`src/conv_consts.svh`:
```
`ifndef CONV_CONSTS_SVH
`define CONV_CONSTS_SVH

////////////////////////////////////////
// Word widths
////////////////////////////////////////

// Pixel and weight width
`define CONV_DATA_WIDTH 16
// Accumulator and result width
`define CONV_SUM_WIDTH 32

////////////////////////////////////////
// Frame and kernel geometry
////////////////////////////////////////

`define CONV_IMAGE_WIDTH 8
`define CONV_IMAGE_HEIGHT 8
`define CONV_KERNEL 3

// Channel lanes, power of two for the adder tree
`define CONV_LANES 4

// Queue depth is also the upstream's starting credit pool
`define CONV_OUT_FIFO_DEPTH 16
// Sink buffer depth and starting output credits
`define CONV_SINK_CREDITS 8

`endif

```
`src/conv_pkg.sv`:
```
`include "conv_consts.svh"

package conv_pkg;

	////////////////////////////////////////
	// Data words
	////////////////////////////////////////

	// Input channel pixel
	typedef logic signed [`CONV_DATA_WIDTH-1:0] pixel_t;

	// Kernel tap
	typedef logic signed [`CONV_DATA_WIDTH-1:0] weight_t;

	// Products and sums wrap at this width
	typedef logic signed [`CONV_SUM_WIDTH-1:0] sum_t;

	// One entry per channel lane
	typedef pixel_t [`CONV_LANES-1:0] lane_pixels_t;
	typedef sum_t [`CONV_LANES-1:0] lane_sums_t;

	////////////////////////////////////////
	// Window tracking
	////////////////////////////////////////

	// Fill covers the rows that cannot finish a window yet
	typedef enum logic {
		PH_FILL,
		PH_STREAM
	} win_phase_e;

endpackage

```
`src/conv_out_queue.sv`:
```
`timescale 1ns/1ns
`include "conv_consts.svh"

module conv_out_queue
	import conv_pkg::*;
(
	input logic clk,
	input logic reset,
	input logic wr_valid,
	input sum_t wr_sum,
	input logic drop,
	input logic out_credit,
	output logic out_valid,
	output sum_t out_sum,
	output logic [1:0] in_credit_cnt
);

	localparam int DEPTH = `CONV_OUT_FIFO_DEPTH;
	localparam int PTR_W = $clog2(DEPTH);
	localparam int CNT_W = $clog2(DEPTH + 1);
	localparam int CRD_W = $clog2(`CONV_SINK_CREDITS + 1);

	sum_t mem [DEPTH];
	logic [PTR_W-1:0] wr_ptr;
	logic [PTR_W-1:0] rd_ptr;
	logic [CNT_W-1:0] count;
	logic [CRD_W-1:0] credits;
	logic pop;

	// Send whenever a result waits and the sink has room
	assign pop = (count != '0) && (credits != '0);
	assign out_valid = pop;
	assign out_sum = mem[rd_ptr];

	// A popped result and a dropped beat may both return a credit
	assign in_credit_cnt = {1'b0, pop} + {1'b0, drop};

	////////////////////////////////////////
	// Result FIFO
	////////////////////////////////////////

	always_ff @(posedge clk) begin
		if (wr_valid)
			mem[wr_ptr] <= wr_sum;
	end

	always_ff @(posedge clk) begin
		if (reset) begin
			wr_ptr <= '0;
			rd_ptr <= '0;
			count <= '0;
		end else begin
			if (wr_valid)
				wr_ptr <= (wr_ptr == PTR_W'(DEPTH - 1)) ? '0 : wr_ptr + 1'b1;
			if (pop)
				rd_ptr <= (rd_ptr == PTR_W'(DEPTH - 1)) ? '0 : rd_ptr + 1'b1;
			count <= count + CNT_W'(wr_valid) - CNT_W'(pop);
		end
	end

	// Output credits
	always_ff @(posedge clk) begin
		if (reset)
			credits <= CRD_W'(`CONV_SINK_CREDITS);
		else
			credits <= credits + CRD_W'(out_credit) - CRD_W'(pop);
	end

	// Upstream credit bound keeps a free slot for every result in flight
	a_no_write_full: assert property (@(posedge clk) disable iff (reset)
		wr_valid |-> count != CNT_W'(DEPTH));

	// Sink never hands back more credits than its buffer holds
	a_credit_bound: assert property (@(posedge clk) disable iff (reset)
		credits <= CRD_W'(`CONV_SINK_CREDITS));

endmodule

```
`config.mk`:
```
export PLATFORM = sky130hd
export DESIGN_NAME = conv_out_queue
export DESIGN_NICKNAME = d
export VERILOG_FILES = /design/src/conv_pkg.sv /design/src/conv_out_queue.sv
export VERILOG_INCLUDE_DIRS = /design/src
export SDC_FILE = /design/constraint.sdc
export NUM_CORES = 1
export LEC_CHECK = 0
export ABC_CLOCK_PERIOD_IN_PS = 2400
export BUFFER_PORTS_ARGS = -buffer_cell sky130_fd_sc_hd__buf_2
export CAP_MARGIN = 20
export CORE_MARGIN = 1
export CORE_UTILIZATION = 55
export DETAILED_ROUTE_END_ITERATION = 6
export PLACE_DENSITY = 0.82
export SYNTH_ARGS = -nofsm -noshare
export SYNTH_HDL_FRONTEND = slang
export SYNTH_SLANG_ARGS = --single-unit
```
`constraint.sdc`:
```
create_clock -name clk -period 2.4 [get_ports clk]
set_input_delay 0.48 -clock clk [delete_from_list [all_inputs] [get_ports clk]]
set_output_delay 0.48 -clock clk [all_outputs]
set_load 0.02 [all_outputs]
```
==> results.py <==
metrics = {
    "sta": {
        "fin_crit_ns": 2.911,
        "worst_slew_pin_slew_ns": 0.5288,
        "relSlewSlack": 0.6467,
        "tns_ns": -13.71,
        "finalHoldViolCount": 0,
        "whs_ns": 0.2307,
        "maxSlewViolCount": 0,
        "rsz0062_at_grt": "yes",
        "max_freq_mhz": 343.5,
        "setup_slack_ns": -0.5113,
        "fin_crit_sh": 1.213,
        "finalSetupViolCount": 32,
        "skew_ns": 0.03184,
    },
    "setup_path": {
        "end_kind": "primary output",
        "arrival_ns": 2.43,
        "path_class": "reg -> out",
        "crit_required_ns": 1.92,
        "worstReg2RegStart": "count[2]",
        "crit_fanout": 8,
        "start_kind": "flip-flop",
    },
    "min_path": {
        "hp-class": "in -> reg",
        "worstHoldStart": "out_credit",
    },
    "yosys": {
        "synth-compound-area-share": 0.02999,
        "synth-simple-area-share": 0.02359,
        "synthMuxAreaShare": 0.1424,
        "synth_warnings": 0,
        "synth_top_family_by_area": "multiplexers",
        "syn_nets": 975,
        "synthXorXnorAreaFrac": 0.003018,
        "netlist_instances": 922,
        "ys_ff_latch": 533,
        "synth.cell_area_mm2": 0.02032,
        "syn_area_per_cell_um2": 22.04,
        "yosysSeqAreaShare": 0.7774,
        "synth_fa_ha_area_frac": 0.01059,
        "synth.distinct_cells": 36,
    },
    "detailed_routing": {
        "dr.pass1.iters": 5,
        "drt_iter0_drc": 1164,
        "routed_via_density": 6.386,
        "wire_per_inst_um": 29.60,
        "detail-route-antenna-nets": 0,
        "finalWirelength_mm": 47.33,
        "vias": 10211,
        "drc": 0,
    },
    "job": {
        "maxCapViolCount": 0,
    },
    "clocking": {
        "worstSkewPairLatency_ns": 0.61,
        "cts_buffers": 51,
        "tritoncts": "yes",
        "cts-root-buf": "clkbuf_16",
        "cts_max_level": 2,
        "clockBufferDepth": 3,
        "cts_sinks": 533,
        "clk_pin_slew_worst_paths_ns": 0.06,
        "hold_buffers": 0,
    },
    "pwr": {
        "pwr-share-comb": 0.274,
        "p_leak_nw": 7.935,
        "p_total_w": 0.02599,
        "power_frac_seq": 0.406,
        "switchingPower_w": 0.006951,
        "p_int_w": 0.01904,
        "vdd_ir_drop_max_mv": 0.8535,
        "switching_share": 0.2675,
        "power_density_mw_per_mm2": 1066,
        "pwr-share-clk": 0.320,
    },
    "floorplan": {
        "fp.coreArea_mm2": 0.03643,
        "initial_utilization": 0.5576,
        "rows": 70,
        "io_pins": 72,
        "die-height_um": 194.2,
        "chipWidth_um": 194.2,
        "die_area_mm2": 0.03771,
    },
    "placed_design": {
        "gp_congestion": 0.7740,
        "dp_hpwl_mm": 25.96,
        "port_buffers": 71,
    },
    "global_route": {
        "grt_max_degree": 65,
        "overflow": 0,
        "grt_pass1_vias": 10951,
        "track_usage": 0.2573,
        "grt_pass1_wl_mm": 69.61,
        "grt_antenna_before_repair": 1,
    },
    "finish": {
        "nFillCells": 2143,
        "synthToLayoutAreaGrowth_pct": 19.98,
        "finalCoreUtilization": 0.6691,
        "drive_gt1_frac": 0.4027,
        "layout.nets": 1141,
    },
    "status": {
        "violations": "negative setup slack",
        "outcome": "finished with violations",
    },
}
## state kept, by name, indices dropped and copies added, names as in the netlist, named ones only
register / flops
count: 5
mem: 512
wr_ptr: 4
rd_ptr: 4
credits: 4
## per-layer routing
metal / up-vias / global-route usage / wire (um) / part of all wire
met3: 133 / 0.05184 / 3865 / 0.082
met4: 2 / 0.1070 / 1675 / 0.035
met5: - / 0 / 13 / 0.00027
li1: 4189 / - / - / -
met1: 5334 / 0.3207 / 16880 / 0.36
met2: 553 / 0.4430 / 24900 / 0.53
## what timing repair did
action	in CTS	in global routing
pin swaps	32	18
setup endpoints to repair	36	37
gates cloned	4	2
resized for setup	94	31
setup buffers	14	9
## power by group through the flow
stage / sequential, W / clock [W] / combinational (W)
after floorplan: 0.0107 / 0 / 0.00412
after global routing: 0.0106 / 0.00872 / 0.00755
after detailed placement: 0.0107 / 0 / 0.00579
final: 0.0105 / 0.00831 / 0.00712
after CTS: 0.0105 / 0.00839 / 0.00680
after global placement: 0.0107 / 0 / 0.00565
## layout make-up
class	count	area [um2]	share of cell area
inverter	12	45.04	0.001848
multi-input combinational	330	4583	0.1880
clock inverter	38	441.7	0.01812
sequential	533	15810	0.6484
tap	468	585.6	0.02402
clock buffer	57	1299	0.05328
timing repair buffer	160	1614	0.06621
antenna	1	2.502	0.0001027
## final timing paths
path	slack [ns]	endpoint	cells after the start
min reg2reg	0.56	flip-flop	2
max reg2reg	0.08	credits[1]	10
max	-0.51	out_sum[20]	7
min	0.23	credits[0]	3
## worst max-delay path, stage by stage, from the launching register on
cell     delay (ns)
dfxtp_4        0.39
buf_12         0.17
buf_8          0.15
buf_12         0.14
mux4_2         0.51
a22oi_2        0.20
nand2_2        0.11
buf_6          0.15
## cells in the mapped netlist, drive strengths merged
cell type    n  share of area
xor2         3         0.0013
xnor2        4         0.0017
ha          14         0.0086
a211oi       1        0.00037
o21ai        2        0.00049
clkbuf      20         0.0037
nand2b       3        0.00092
o21bai       1        0.00037
dfxtp       21          0.021
a21oi        8         0.0020
a311oi       1        0.00043
and3         1        0.00031
nor4b        1         0.0012
fa           2         0.0020
mux4       128           0.14
nand2       42         0.0078
and2        18         0.0055
a21o         3         0.0011
a31oi        1        0.00031
nor2        11         0.0022
nor3b        4         0.0017
inv         12         0.0022
nand3        3        0.00074
mux2i        1        0.00049
or3          2        0.00062
nor2b        7         0.0022
a41oi        1        0.00043
a31o         2        0.00086
buf         27         0.0071
nor3         2        0.00049
edfxtp     512           0.76
a22oi       64          0.024
## stage by stage
stage / cell area [um2] / setup slack [ns] / instances
5_1_grt: 24370 / -0.5660 / 1598
3_3_place_gp: 21830 / 0.07358 / 1476
6_report: 24380 / -0.5113 / 1599
2_1_floorplan: 20320 / 0.1332 / 922
4_1_cts: 24140 / -0.5034 / 1589
3_5_place_dp: 21830 / -0.06822 / 1476
## layout by cell type, fill, tap and decap left out, types with 5 or more instances in the layout
cell type  instances
nand2_1           34
bufinv_16          9
nor2_1             9
a22oi_2           44
nand2_2            8
clkbuf_1           6
buf_4             53
buf_16             5
clkinv_1          16
buf_6             20
and2_2            17
a22oi_1           20
edfxtp_1         512
buf_2             53
ha_1              11
a21oi_1            8
mux4_2           128
inv_1              9
buf_12            23
clkbuf_16         53
clkinv_2           7
dfxtp_1           16
## cells by family (layout without fill, tap and decap cells)
| group | Yosys count | count (layout) |
|---|---|---|
| mux | 129 | 129 |
| simple gates | 94 | 94 |
| compound gates | 84 | 84 |
| fa+ha+maj | 16 | 16 |
| buf+inv | 59 | 267 |
| other cells | 0 | 1 |
| flops | 533 | 533 |
| xor+xnor | 7 | 7 |
No activity file was read; power rests on OpenSTA's default activity.
