==> src/conv_consts.svh <==
`ifndef CONV_CONSTS_SVH
`define CONV_CONSTS_SVH

////////////////////////////////////////
// Word widths
////////////////////////////////////////

// Pixel and weight width
`define CONV_DATA_WIDTH 16
// Accumulator and result width
`define CONV_SUM_WIDTH 32

////////////////////////////////////////
// Frame and kernel geometry
////////////////////////////////////////

`define CONV_IMAGE_WIDTH 8
`define CONV_IMAGE_HEIGHT 8
`define CONV_KERNEL 3

// Channel lanes, power of two for the adder tree
`define CONV_LANES 4

// Queue depth is also the upstream's starting credit pool
`define CONV_OUT_FIFO_DEPTH 16
// Sink buffer depth and starting output credits
`define CONV_SINK_CREDITS 8

`endif

==> src/conv_pkg.sv <==
`include "conv_consts.svh"

package conv_pkg;

	////////////////////////////////////////
	// Data words
	////////////////////////////////////////

	// Input channel pixel
	typedef logic signed [`CONV_DATA_WIDTH-1:0] pixel_t;

	// Kernel tap
	typedef logic signed [`CONV_DATA_WIDTH-1:0] weight_t;

	// Products and sums wrap at this width
	typedef logic signed [`CONV_SUM_WIDTH-1:0] sum_t;

	// One entry per channel lane
	typedef pixel_t [`CONV_LANES-1:0] lane_pixels_t;
	typedef sum_t [`CONV_LANES-1:0] lane_sums_t;

	////////////////////////////////////////
	// Window tracking
	////////////////////////////////////////

	// Fill covers the rows that cannot finish a window yet
	typedef enum logic {
		PH_FILL,
		PH_STREAM
	} win_phase_e;

endpackage

==> src/conv_step_if.sv <==
`timescale 1ns/1ns

// Per-beat window control shared by all lanes
interface conv_step_if;

	// Input beat accepted this cycle
	logic beat;

	// This beat closes a window that is kept
	logic emit;

	// First beat of a new frame
	logic frame_start;

	// Credit return for a beat that kept no window
	logic drop;

	modport ctrl (
		output beat,
		output emit,
		output frame_start,
		output drop
	);

	modport lane (
		input beat,
		input emit,
		input frame_start
	);

endinterface

==> src/conv_window_ctrl.sv <==
`timescale 1ns/1ns
`include "conv_consts.svh"

module conv_window_ctrl
	import conv_pkg::*;
(
	input logic clk,
	input logic reset,
	input logic stride2,
	input logic in_valid,
	conv_step_if.ctrl step
);

	localparam int EDGE = `CONV_KERNEL - 1;
	localparam int COL_W = $clog2(`CONV_IMAGE_WIDTH);
	localparam int ROW_W = $clog2(`CONV_IMAGE_HEIGHT);
	localparam logic [COL_W-1:0] LAST_COL = COL_W'(`CONV_IMAGE_WIDTH - 1);
	localparam logic [ROW_W-1:0] LAST_ROW = ROW_W'(`CONV_IMAGE_HEIGHT - 1);

	logic [COL_W-1:0] col;
	logic [ROW_W-1:0] row;
	logic [COL_W-1:0] col_off;
	logic [ROW_W-1:0] row_off;
	logic end_of_row;
	logic end_of_frame;
	logic keep;
	win_phase_e phase;

	assign end_of_row = (col == LAST_COL);
	assign end_of_frame = end_of_row && (row == LAST_ROW);

	// Window is named by its bottom-right pixel
	assign col_off = col - COL_W'(EDGE);
	assign row_off = row - ROW_W'(EDGE);
	assign keep = (row >= ROW_W'(EDGE)) && (col >= COL_W'(EDGE)) &&
		(!stride2 || (!row_off[0] && !col_off[0]));

	assign step.beat = in_valid;
	assign step.emit = in_valid && keep;
	assign step.frame_start = in_valid && (col == '0) && (row == '0);

	////////////////////////////////////////
	// Position counters
	////////////////////////////////////////

	always_ff @(posedge clk) begin
		if (reset) begin
			col <= '0;
			row <= '0;
		end else if (in_valid) begin
			if (end_of_row) begin
				col <= '0;
				row <= end_of_frame ? '0 : row + 1'b1;
			end else begin
				col <= col + 1'b1;
			end
		end
	end

	// Moves to streaming once the first full window rows are buffered
	always_ff @(posedge clk) begin
		if (reset) begin
			phase <= PH_FILL;
		end else if (in_valid && end_of_row) begin
			case (phase)
				PH_FILL: if (row == ROW_W'(EDGE - 1)) phase <= PH_STREAM;
				PH_STREAM: if (end_of_frame) phase <= PH_FILL;
				default: phase <= PH_FILL;
			endcase
		end
	end

	// Non-kept beats hand their credit back a cycle later
	always_ff @(posedge clk) begin
		if (reset)
			step.drop <= 1'b0;
		else
			step.drop <= in_valid && !keep;
	end

	a_emit_in_stream: assert property (@(posedge clk) disable iff (reset)
		step.emit |-> phase == PH_STREAM);

endmodule

==> src/flat_wrapper.sv <==
// flat-port wrapper written by rule: the top's interface ports become plain ports
module conv_window_ctrl_flat import conv_pkg::*;
  (clk, reset, stride2, in_valid, step_beat, step_emit, step_frame_start, step_drop);
  conv_step_if step_i ();
  input logic clk;
  input logic reset;
  input logic stride2;
  input logic in_valid;
  output wire logic [$bits(step_i.beat)-1:0] step_beat;
  output wire logic [$bits(step_i.emit)-1:0] step_emit;
  output wire logic [$bits(step_i.frame_start)-1:0] step_frame_start;
  output wire logic [$bits(step_i.drop)-1:0] step_drop;
  assign step_beat = step_i.beat;
  assign step_emit = step_i.emit;
  assign step_frame_start = step_i.frame_start;
  assign step_drop = step_i.drop;
  conv_window_ctrl u_core (.clk(clk), .reset(reset), .stride2(stride2), .in_valid(in_valid), .step(step_i));
endmodule
==> config.mk <==
export PLATFORM = sky130hd
export DESIGN_NAME = conv_window_ctrl_flat
export DESIGN_NICKNAME = d
export VERILOG_FILES = /design/src/conv_pkg.sv /design/src/conv_step_if.sv /design/src/conv_window_ctrl.sv /design/src/flat_wrapper.sv
export VERILOG_INCLUDE_DIRS = /design/src
export SDC_FILE = /design/constraint.sdc
export NUM_CORES = 1
export LEC_CHECK = 0
export ABC_CLOCK_PERIOD_IN_PS = 1600
export BUFFER_PORTS_ARGS = -buffer_cell sky130_fd_sc_hd__buf_4
export CAP_MARGIN = 40
export CORE_AREA = 5 5 42 44
export CTS_BUF_LIST = sky130_fd_sc_hd__clkbuf_8
export DETAILED_ROUTE_END_ITERATION = 10
export DIE_AREA = 0 0 47 49
export PLACE_DENSITY = 0.51
export SYNTH_ARGS = -nofsm -noshare
export SYNTH_HDL_FRONTEND = slang
export SYNTH_SLANG_ARGS = --single-unit
==> constraint.sdc <==
create_clock -name clk -period 1.6 [get_ports clk]
set_input_delay 0.08 -clock clk [delete_from_list [all_inputs] [get_ports clk]]
set_output_delay 0.08 -clock clk [all_outputs]
set_load 0.02 [all_outputs]
==> results_dict.tcl <==
set metrics [dict create \
    seqCellArea_um2 140.1 \
    area_delta_synth_final_pct 23.93 \
    hold_path.class "primary input to register" \
    worst_pin_slew_ps 303.6 \
    synth_compound_area_share_pct 15.38 \
    crit_chain "inv_1 -> ha_1 -> nor3_1 -> nor4b_1 -> buf_4" \
    min_period_ps 1483 \
    seq_power_share_pct 39.1 \
    slowest_stage "dfxtp_1" \
    drt_iter0_drc 8 \
    gp_congestion 0.7183 \
    fmax_mhz 674.3 \
    via_per_inst 5.000 \
    relSlewSlack_pct 79.47 \
    finalNonFillerCells 70 \
    layout_common_cells "ha_1 (8), buf_4 (7), dfxtp_1 (7)" \
    place_inst 66 \
    dr.pass1.iters 4 \
    initial_utilization_pct 31.34 \
    drive_gt1_share_pct 24.07 \
    p_switching_uw 105.5 \
    synth.distinct_cells 19 \
    syn_inst 45 \
    rows 14 \
    cts_root_buffer "clkbuf_8" \
    leakagePower_nw 0.2554 \
    portBuffers 7 \
    wl_per_cell_um 11.16 \
    post-cts-setup-buffer-count 0 \
    p_per_area_nw_per_um2 874.2 \
    hold_viol_final 0 \
    critPathMaxFanout 5 \
    cp-end-kind "primary output" \
    yosys_warnings 0 \
    irDropWorstVdd_mv 0.4267 \
    drv_slew 0 \
    post-dp-hpwl_um 611.8 \
    finalSetupTns_ps 0 \
    yosysSeqAreaShare_pct 31.91 \
    die_h_um 49 \
    maxCapViolCount 0 \
    synth_top_family_by_area "adder cells" \
    power_frac_comb_pct 10.7 \
    die_w_um 47 \
    synthXorXnorAreaFrac_pct 0 \
    grt_first_pass_wirelength_mm 1.255 \
    cts_inserted_buffers 3 \
    muxShareOfSynthArea_pct 4.558 \
    synthAdderAreaFrac_pct 22.79 \
    p_int_uw 370.3 \
    synth_nets 57 \
    antenna_found_initial 0 \
    drcViolationCount 0 \
    nFillCells 147 \
    clk_latency_ps 220 \
    first_global_vias 293 \
    final_common_cell "ha_1" \
    worstSetupPathType "register to primary output" \
    arrival_ps 1400 \
    ios 8 \
    syn_area_um2 439.2 \
    min_period_over_period_pct 92.69 \
    nets 67 \
    path_clk_slew_ps 40 \
    htree_num_levels 1 \
    antenna_left 0 \
    cts_resized 0 \
    synthSimpleGateAreaFrac_pct 18.23 \
    routed_wl_um 781 \
    core-area_um2 1401 \
    pwr-share-clk_pct 50.1 \
    status "finished, final reports clean" \
    grt_start_max_net_pins 15 \
    grt_setup_unrepaired "no" \
    crit_required_ps 1520 \
    swShare_pct 22.17 \
    start_kind "register" \
    n_antenna_cell 0 \
    setup_viol 0 \
    cts.sinks 7 \
    postSynthAreaPerCell_um2 9.759 \
    slowest_delay_ps 400 \
    fin_skew_ps 0.6338 \
    overflow 0 \
    track_usage_pct 7.546 \
    multi_input_area_um2 267.8 \
    hold_buffers 0 \
    vias 350 \
    cts_tree "yes" \
    cts_buffer_depth 2 \
    die-area_um2 2303 \
    reg2reg_slack_ps 240 \
    ys_ff_latch 7 \
]
[Yosys cell counts]
cell type  count  area share, %
a21bo_2        2            4.6
a21boi_0       1            1.7
a21oi_1        3            3.4
and4bb_2       1            2.8
buf_2          1            1.1
buf_4          1            1.7
dfxtp_1        7             32
ha_1           8             23
inv_1          5            4.3
mux2i_1        2            4.6
nand2b_1       1            1.4
nand3_1        1            1.1
nand4b_1       2            4.0
nor2_1         3            2.6
nor3_1         2            2.3
nor4b_1        1            2.0
o21a_1         2            3.4
o311a_1        1            2.3
or3b_1         1            2.0
[final timing paths]
| check | startpoint | endpoint | depth (start not counted) |
|---|---|---|---|
| setup / recovery | u_core.row[0] | step_emit | 5 |
| setup reg to reg | u_core.col[0] | u_core.col[0] | 4 |
| hold reg to reg | u_core.col[0] | u_core.col[0] | 2 |
| hold / removal | reset | u_core.row[2] | 2 |
[critical path: cells and delay by family, from the launching register on]
family	cells	cell delay, ps
buffers and inverters	2	260
AND/OR/NAND/NOR	2	320
adder cells (fa/ha/maj)	1	190
flip-flops	1	400
[flip-flops by register name, indices dropped and copies added (netlist names)]
| register | flops |
|---|---|
| u_core.row | 3 |
| u_core.col | 3 |
| u_core.step.drop | 1 |
[logic make-up (layout without fill, tap and decap cells)]
kind of cell / after synthesis / count (layout)
and+or+nand+nor: 12 / 12
buffers and inverters: 7 / 16
AOI/OAI and AO/OA: 9 / 9
DFF: 7 / 7
muxes: 2 / 2
adders and majority gates: 8 / 8
[power groups by stage]
stage	Sequential, mW	Clock (mW)	Combinational, mW
global route	0.187	0.260	0.0574
floorplan	0.190	0	0.0315
global placement	0.189	0	0.0519
finish	0.186	0.239	0.0510
CTS	0.186	0.244	0.0518
detailed placement	0.189	0	0.0515
[area by class of cell]
class / count / area share, %
flip-flops and latches: 7 / 25.75
repair buffers: 7 / 9.655
clock inverters: 1 / 0.6897
clock buffers: 3 / 7.586
well taps: 16 / 3.678
multi-input cells: 31 / 49.20
inverters: 5 / 3.448
[metal layers]
| layer | wire (µm) | vias to the layer above | GRT usage [%] | share of wire (%) |
|---|---|---|---|---|
| met4 | 19 | 0 | 4.147 | 2.4 |
| met1 | 366 | 161 | 9.713 | 47 |
| li1 | - | 177 | - | - |
| met2 | 344 | 10 | 10.18 | 44 |
| met3 | 52 | 2 | 3.321 | 6.7 |
| met5 | 0 | - | 0 | 0 |
[metrics by stage]
stage | power, mW | hold slack [ps] | util (%) | setup slack [ps] | area, µm²
floorplan | 0.2210 | 149.1 | - | 177.3 | 439.2
detailed placement | 0.2405 | 296.5 | 35.63 | 243.4 | 499.2
CTS | 0.4820 | 61.14 | 38.84 | 115.7 | 544.3
finish | 0.4758 | 61.77 | 38.84 | 117.0 | 544.3
global placement | 0.2406 | 298.4 | 35.63 | 298.5 | 499.2
global route | 0.5042 | 74.79 | 38.84 | 24.87 | 544.3
Power figures use the tool's default switching activity.
