`src/conv_consts.svh`:
```
`ifndef CONV_CONSTS_SVH
`define CONV_CONSTS_SVH

////////////////////////////////////////
// Word widths
////////////////////////////////////////

// Pixel and weight width
`define CONV_DATA_WIDTH 16
// Accumulator and result width
`define CONV_SUM_WIDTH 32

////////////////////////////////////////
// Frame and kernel geometry
////////////////////////////////////////

`define CONV_IMAGE_WIDTH 8
`define CONV_IMAGE_HEIGHT 8
`define CONV_KERNEL 3

// Channel lanes, power of two for the adder tree
`define CONV_LANES 4

// Queue depth is also the upstream's starting credit pool
`define CONV_OUT_FIFO_DEPTH 16
// Sink buffer depth and starting output credits
`define CONV_SINK_CREDITS 8

`endif

```
`src/conv_pkg.sv`:
```
`include "conv_consts.svh"

package conv_pkg;

	////////////////////////////////////////
	// Data words
	////////////////////////////////////////

	// Input channel pixel
	typedef logic signed [`CONV_DATA_WIDTH-1:0] pixel_t;

	// Kernel tap
	typedef logic signed [`CONV_DATA_WIDTH-1:0] weight_t;

	// Products and sums wrap at this width
	typedef logic signed [`CONV_SUM_WIDTH-1:0] sum_t;

	// One entry per channel lane
	typedef pixel_t [`CONV_LANES-1:0] lane_pixels_t;
	typedef sum_t [`CONV_LANES-1:0] lane_sums_t;

	////////////////////////////////////////
	// Window tracking
	////////////////////////////////////////

	// Fill covers the rows that cannot finish a window yet
	typedef enum logic {
		PH_FILL,
		PH_STREAM
	} win_phase_e;

endpackage

```
`src/lane_add_tree.sv`:
```
`timescale 1ns/1ns
`include "conv_consts.svh"

module lane_add_tree
	import conv_pkg::*;
(
	input logic clk,
	input logic reset,
	input logic in_valid,
	input lane_sums_t lane_sums,
	output sum_t sum,
	output logic sum_valid
);

	localparam int LEVELS = $clog2(`CONV_LANES);

	// Level 0 is the lane inputs, each later level halves the width
	for (genvar l = 0; l <= LEVELS; l++) begin : lvl_g
		localparam int N = `CONV_LANES >> l;

		sum_t node [N];
		logic vld;

		if (l == 0) begin : leaf_g
			always_comb begin
				for (int i = 0; i < N; i++) begin
					node[i] = lane_sums[i];
				end
			end

			assign vld = in_valid;
		end else begin : add_g
			// Pair lane i with lane i plus half the width
			always_ff @(posedge clk) begin
				for (int i = 0; i < N; i++) begin
					node[i] <= lvl_g[l-1].node[i] + lvl_g[l-1].node[i+N];
				end
			end

			always_ff @(posedge clk) begin
				if (reset)
					vld <= 1'b0;
				else
					vld <= lvl_g[l-1].vld;
			end
		end
	end

	////////////////////////////////////////
	// Root of the tree
	////////////////////////////////////////

	assign sum = lvl_g[LEVELS].node[0];
	assign sum_valid = lvl_g[LEVELS].vld;

endmodule

```
`config.mk`:
```
export PLATFORM = sky130hd
export DESIGN_NAME = lane_add_tree
export DESIGN_NICKNAME = d
export VERILOG_FILES = /design/src/conv_pkg.sv /design/src/lane_add_tree.sv
export VERILOG_INCLUDE_DIRS = /design/src
export SDC_FILE = /design/constraint.sdc
export NUM_CORES = 1
export LEC_CHECK = 0
export BUFFER_PORTS_ARGS = -buffer_cell sky130_fd_sc_hd__buf_4
export CAP_MARGIN = 40
export CORE_MARGIN = 8
export CORE_UTILIZATION = 25
export DETAILED_ROUTE_END_ITERATION = 16
export PLACE_DENSITY = 0.45
export SLEW_MARGIN = 5
export SYNTH_ARGS = -nofsm -noshare
export SYNTH_HDL_FRONTEND = slang
export SYNTH_SLANG_ARGS = --single-unit
```
`constraint.sdc`:
```
create_clock -name clk -period 4.2 [get_ports clk]
set_input_delay 0.63 -clock clk [delete_from_list [all_inputs] [get_ports clk]]
set_output_delay 0.63 -clock clk [all_outputs]
set_load 0.05 [all_outputs]
```
==> results of run 1 <==
[cells by family (layout without fill, tap and decap cells)]
logic type               Yosys count  in the layout  share of synthesized area [%]
AND/OR/NAND/NOR                  232            232                           16.0
buffers and inverters             34            201                           1.94
AO/OA/AOI/OAI                    269            269                           26.3
XOR/XNOR                          76             76                           9.58
flip-flops                        98             98                           28.2
adder cells (fa/ha/maj)           96             96                           17.6
multiplexers                       2              2                          0.288
[stage by stage]
stage          utilization, %  hold WS (ns)  total power (W)  cells
6_report                 32.2         0.439          0.00472   1352
5_1_grt                  32.2         0.434          0.00507   1352
4_1_cts                  32.2         0.422          0.00479   1352
3_5_place_dp             31.2         0.432          0.00399   1338
3_3_place_gp             31.2         0.422          0.00399   1338
2_1_floorplan               -         0.414          0.00324    807
[cell type report]
type	instances	area (µm²)	area share, %
clock inverter	4	30.0	0.338
inverter	23	86.3	0.973
sequential	98	1960	22.1
tap	378	473	5.33
timing repair buffer	164	1230	13.9
clock buffer	10	239	2.69
multi-input combinational	675	4850	54.7
[state kept, by name, summed over array words and instances, names as in the netlist]
signal and cells:
sum_valid 1, lvl_g.node 96, lvl_g.vld 1
[how the worst max path moves through the flow]
stage	slack, ns	cells past startpoint	to
6_report	1.21	10	lvl_g[2].node[0][24]$_DFF_P_
5_1_grt	0.99	10	lvl_g[2].node[0][26]$_DFF_P_
4_1_cts	1.16	10	lvl_g[2].node[0][24]$_DFF_P_
3_5_place_dp	0.91	11	lvl_g[1].node[0][28]$_DFF_P_
3_3_place_gp	1.05	11	lvl_g[1].node[0][28]$_DFF_P_
2_1_floorplan	1.45	10	lvl_g[1].node[0][60]$_DFF_P_
[power groups by stage]
stage               Combinational (W)  Sequential [W]  Clock (W)
floorplan                     0.00134         0.00190          0
global placement              0.00259         0.00140          0
detailed placement            0.00260         0.00139          0
CTS                           0.00261         0.00137   0.000811
global route                  0.00284         0.00139   0.000845
finish                        0.00258         0.00136   0.000774
[cell usage in the layout (no fill, tap or decap), types with 5 or more instances in the layout]
cell type | synthesis | routed
a31oi_1 | 12 | 12
nor2_1 | 62 | 62
a21oi_1 | 79 | 79
a21o_1 | 41 | 41
o21a_1 | 12 | 12
xnor2_1 | 52 | 52
and2_1 | 9 | 9
or3_1 | 9 | 9
nor3_1 | 16 | 16
and3_1 | 14 | 14
nand2b_1 | 10 | 10
inv_1 | 23 | 23
buf_4 | 0 | 164
o31ai_1 | 5 | 5
o211ai_1 | 9 | 9
clkbuf_16 | 0 | 9
a211oi_1 | 6 | 6
nand3_1 | 21 | 21
a41oi_1 | 5 | 5
xor2_1 | 24 | 24
dfxtp_1 | 98 | 98
nor2b_1 | 11 | 11
o21bai_1 | 8 | 8
ha_1 | 93 | 93
nand4_1 | 8 | 8
o21ai_1 | 6 | 6
o21ai_0 | 40 | 40
nand2_1 | 63 | 63
[routing by layer]
| metal | vias up | share of wire (%) | global-route usage (%) | wire length, µm |
|---|---|---|---|---|
| met5 | - | 0 | 0 | 0 |
| met4 | 0 | 1.3 | 3.87 | 276 |
| met3 | 14 | 3.8 | 1.55 | 817 |
| met2 | 127 | 45 | 20.1 | 9580 |
| met1 | 2839 | 50 | 16.8 | 10600 |
| li1 | 3310 | - | - | - |
==> results.md, run 1 <==
- Worst-Skew Late Latency: around 0.35 ns
- R2R setup slack: 1.21 ns
- NetSw: 0.00207 W
- CTS tree: yes
- Clk sinks: 98
- Synth Flop Type: dfxtp_1
- Min setup slack post-route: 1.21 ns
- Setup TNS: 0 ns
- Post-CTS Hold Fix Bufs: 0
- Hold WC Path Type: input pin to register
- CP peak stage delay: 0.42 ns
- CP endpoint kind: register
- Worst-path cell chain: ha_1, fa_1, a21o_1, a21oi_1, o211ai_2, o22ai_1, o21ai_1, a22o_1, o41ai_4, xnor2_1
- Total Wirelength: 21200 µm
- Worst IR drop on VDD: roughly 0.2 mV
- First-pass GRT wire length: 32900 µm
- Final hold vios: 0
- Place WS: slightly above 0.9 ns
- Avg WL per Cell: 15.7 µm
- Grt ovf: 0
- Worst slew pin tran: 0.589 ns
- LEAKAGE: 4.04 nW
- Period minus WS final: approximately 3 ns
- Die area: 33400 µm²
- Vias: approximately 6300
- WHS Path Cells: 2
- Most frequent cell after synthesis: dfxtp_1
- CP required: 4.48 ns
- R2R cell count: 10
- Crit path kind: register to register
- Root Buffer: clkbuf_16
- Max-Cap Viols: 0
- Port bufs: between 150 and 200
- Clock power frac: 16.4%
- FMAX: 334 MHz
- Core Region: 27600 µm²
- Starting DRT DRC Count: 279
- Via density: roughly 4.7
- Share of flip-flops with an asynchronous set or reset: 0%
- GPL Wtd Cong: slightly below 0.9
- RSZ-0062 raised after global routing: no
- Post-CTS sizing: 0
- Post-DP HPWL: 18300 µm
- Post-CTS Setup Repair Bufs: 0
- Die Span X: 183 µm
- Cell taking the most area after synthesis: dfxtp_1
- Syn_nets: 1034
- RR Endpoint: lvl_g[2].node[0][24]$_DFF_P_
- Final ANT Viol Nets: 0
- Relative slew margins: 60.3%
- Largest cells by area after synthesis: dfxtp_1, ha_1, xnor2_1, a21oi_1, a21o_1
- Hold Startpoint: reset
- Startpoint Class: register
- Post-synthesis cell count: 807
- FF+latch count, synth: between 90 and 100
- Gate power share: 54.7%
- Final worst-path cycle share: 71.2%
- First-pass DRT Iterations: 4
- CP max stage cell: fa_1
- Seq/Total Area, Yosys: 28.2%
- Largest net degree at the start of global routing: 16
- Sequential power share: 28.9%
- Layout cells sized above 1: 19.9%
- Initial antenna violation count: 0
- Post-synth EDFFs: 0
- Vias in the first global route: 6311
- Area share of the largest cell type after synthesis: 28.2%
- Internal: 0.00265 W
- H-tree Lvls: 3
- Layout Skew: 0.00804 ns
- Syn_area_per_cell: 8.61 µm²
- CP Max Fanout: 5
- Total CTS buffers: 9
- Ys Warns: 0
- Synth-to-layout area growth: 27.7%
- Residual DRC: 0
- Arr. time, crit path: 3.27 ns
- Hold-critical path endpoint: sum_valid$_SDFF_PP0_
- Clk slew on worst S/H paths: 0.07 ns
- Clock Tree Buf Depth: 2
- Final Net Count: 1198
- Fillcell total: 2922
- Crit path launch: lvl_g[1].node[0][0]$_DFF_P_
- CP Buf/Inv Count: 0
- Die height: 183 µm
- Final Max Slew Viols: 0
- Status: finished, final reports clean
- Top cells by count, synth: dfxtp_1, ha_1, a21oi_1
- PD cells: 532 nW/µm²
- Total GRT Usage: 12.4%
- Initial Util: approximately a quarter
- Post-route cell area: ~8900 µm²
- Antenna fix cells: 0
- Post-synth cell types: 63
- Row cnt: 61
- # setup viols final: 0
- Switch share: 43.8%
- Top Ports: 164
- Post-Syn Area: 6950 µm²
- Placed instance area: 8600 µm²
- RR Startpoint: lvl_g[1].node[0][0]$_DFF_P_
- Cell family with most CP delay: compound AO/OA/AOI/OAI gates
No activity file was read; power rests on OpenSTA's default activity.
==> run 2: changes to the inputs <==
Settings changed: ABC_AREA from default to 1, PLACE_DENSITY 0.45 to 0.44.
Clock period 4.2 ns to 2.8 ns, I/O delays scaled along.
==> results.md, run 2 <==
- Status: finished, final reports clean
- Largest register by flop count: lvl_g.node
- Area share of the largest cell type after synthesis: 28.3%
- Seq/Total Area, Yosys: 21.9%
- Total GRT Usage: 14.0%
- Final ANT Viol Nets: 0
- RR Endpoint: lvl_g[2].node[0][20]$_DFF_P_
- Place WS: ~0.6 ns
- Row cnt: 69
- Synth Flop Type: dfxtp_1
- Die area: 42200 µm²
- Cell family with most CP delay: simple AND/OR/NAND/NOR gates
- Final hold vios: 0
- Post-DP HPWL: 26400 µm
- Setup TNS: 0 ns
- R2R cell count: 12
- Syn_nets: 1802
- Internal: 0.00404 W
- Ys Warns: 0
- Period minus WS final: 1.92 ns
- Crit path kind: register to register
- Vias in the first global route: 9090
- Post-CTS Hold Fix Bufs: 0
- Post-synth cell types: 18
- CP endpoint kind: register
- CP Max Fanout: 4
- Most frequent cell after synthesis: nand2_1
- Final Max Slew Viols: 0
- Residual DRC: 0
- Clk slew on worst S/H paths: around 0.07 ns
- Startpoint Class: register
- Cell taking the most area after synthesis: nand2_1
- Levels on crit path: 12
- Largest cells by area after synthesis: nand2_1, dfxtp_1, inv_1, ha_1, nor2_1
- Clk sinks: 98
- Most used cell, CP: nand2_1
- Avg WL per Cell: 13.1 µm
- CTS tree: yes
- Worst-Skew Late Latency: between 0.3 and 0.4 ns
- Top Ports: 164
- Max reg flops: 96
- Die height: 205 µm
- H-tree Lvls: 3
- Root Buffer: clkbuf_16
- Hold WC Path Type: input pin to register
- R2R setup slack: ~0.9 ns
- Post-CTS sizing: 0
- Sequential power share: a little over a quarter
- Min setup slack post-route: 0.876 ns
- Total Wirelength: 29100 µm
- Switch share: a little under half
- Share of flip-flops with an asynchronous set or reset: 0%
- Die Span X: approximately 210 µm
- CP Buf/Inv Count: 0
- Initial Util: 25.3%
- Syn_area_per_cell: 5.69 µm²
- Crit path to: lvl_g[2].node[0][20]$_DFF_P_
- Top cells by count, synth: nand2_1, inv_1, nor2_1
- CP required: 3.05 ns
- Grt ovf: 0
- NetSw: about 0.0037 W
- CP peak stage delay: 0.46 ns
- LEAKAGE: 6.93 nW
- Port bufs: 163
- Starting DRT DRC Count: 372
- Max-Cap Viols: 0
- Layout cells sized above 1: 12.3%
- Post-synth EDFFs: 0
- Arr. time, crit path: between 2 and 2.5 ns
- Antenna fix cells: 0
- Most frequent cells in the layout: nand2_1, inv_1, buf_4
- Largest net degree at the start of global routing: 18
- Layout Skew: 0.0110 ns
- PD cells: 693 nW/µm²
- First-pass DRT Iterations: 5
- FMAX: approximately 520 MHz
- # setup viols final: 0
- Fillcell total: 4046
- Clock Tree Buf Depth: 2
- Worst IR drop on VDD: 0.573 mV
- Final worst-path cycle share: 68.7%
- Post-CTS Setup Repair Bufs: 0
- Via density: 4.12
- Most common cell after layout, fill and taps aside: nand2_1
- Non-Filler Instances: around 2200
- Worst-path cell chain: ha_1, fa_1, nand3_1, nand3_1, nand2_1, nand2_2, nand2_1, nand2_2, nand2_1, nand2_1, nand2_1, nand2_1
- Post-Syn Area: approximately 9000 µm²
- Vias: 9126
- Core Region: 35500 µm²
- Gate power share: 55.7%
- Synth-to-layout area growth: 23.8%
- RSZ-0062 raised after global routing: no
- Worst slew pin tran: 0.319 ns
- Clock power frac: 18.0%
- FF+latch count, synth: 98
- First-pass GRT wire length: approximately 47000 µm
- Dpl cells: 2199
- Relative slew margins: 78.6%
- RR Startpoint: lvl_g[1].node[0][0]$_DFF_P_
- CP max stage cell: fa_1
- Final Net Count: slightly below 2000
- Initial antenna violation count: 0
- Post-synthesis cell count: 1575
- Total CTS buffers: 9
- GPL Wtd Cong: 0.890
- Crit path launch: lvl_g[1].node[0][0]$_DFF_P_
run 2: changes by cell type in the layout (fill, tap and decap cells not counted), sizes merged, moves of 11 or more:
cell / change
inv: +317
a21o: -39
and3: -14
o21ai: -48
nand3: +57
a31oi: -13
xnor2: -49
xor2: +21
a21oi: -21
nor2: +57
nand2: +639
nor2b: -11
o21a: -12
run 2: cell families after synthesis:
kind of cell / after synthesis / share of synthesized area, %
xor gates and xnor gates: 48 / 4.69
buffers and inverters: 338 / 14.2
adders and majority gates: 96 / 13.6
and+or+nand+nor: 926 / 41.5
DFF: 98 / 21.9
AOI/OAI and AO/OA: 69 / 4.10
run 2: worst min path at each step:
| stage | from | end | slack (ns) | cells past startpoint |
|---|---|---|---|---|
| 2_1_floorplan | lvl_g[1].vld$_SDFF_PP0_ | sum_valid$_SDFF_PP0_ | 0.39 | 2 |
| 3_3_place_gp | lvl_g[1].vld$_SDFF_PP0_ | sum_valid$_SDFF_PP0_ | 0.39 | 2 |
| 3_5_place_dp | lvl_g[1].vld$_SDFF_PP0_ | sum_valid$_SDFF_PP0_ | 0.41 | 2 |
| 4_1_cts | reset | lvl_g[1].vld$_SDFF_PP0_ | 0.21 | 2 |
| 5_1_grt | reset | lvl_g[1].vld$_SDFF_PP0_ | 0.22 | 2 |
| 6_report | reset | lvl_g[1].vld$_SDFF_PP0_ | 0.22 | 2 |
run 2: metal layers:
layer  wire (µm)  up-vias  track usage [%]
met5           0        -                0
met4         414        0             2.91
met3        1250       24             2.42
met2       13200      155             23.4
met1       14300     3890             18.6
li1            -     5057                -
run 2: stage by stage:
step	instance area (µm²)	power (W)	util, %	hold WS, ns
global route	11100	0.00836	31.3	0.219
detailed placement	10800	0.00642	30.3	0.408
floorplan	8960	0.00498	-	0.388
CTS	11100	0.00784	31.3	0.207
finish	11100	0.00769	31.3	0.224
global placement	10800	0.00642	30.3	0.391
run 2: final cells by class:
type / instances / area, µm² / area share (%)
Timing Repair Buffer: 163 / 1220 / 11.0
Sequential cell: 98 / 1960 / 17.7
Clock buffer: 10 / 239 / 2.15
Multi-Input combinational cell: 1139 / 5730 / 51.7
Clock inverter: 6 / 96.3 / 0.868
Tap cell: 461 / 577 / 5.20
Inverter: 338 / 1270 / 11.4
run 2: power groups by stage:
stage / clock network (W) / registers, W / logic, W
finish: 0.00139 / 0.00202 / 0.00429
detailed placement: 0 / 0.00207 / 0.00434
floorplan: 0 / 0.00282 / 0.00217
global route: 0.00150 / 0.00207 / 0.00480
global placement: 0 / 0.00207 / 0.00434
CTS: 0.00144 / 0.00204 / 0.00436
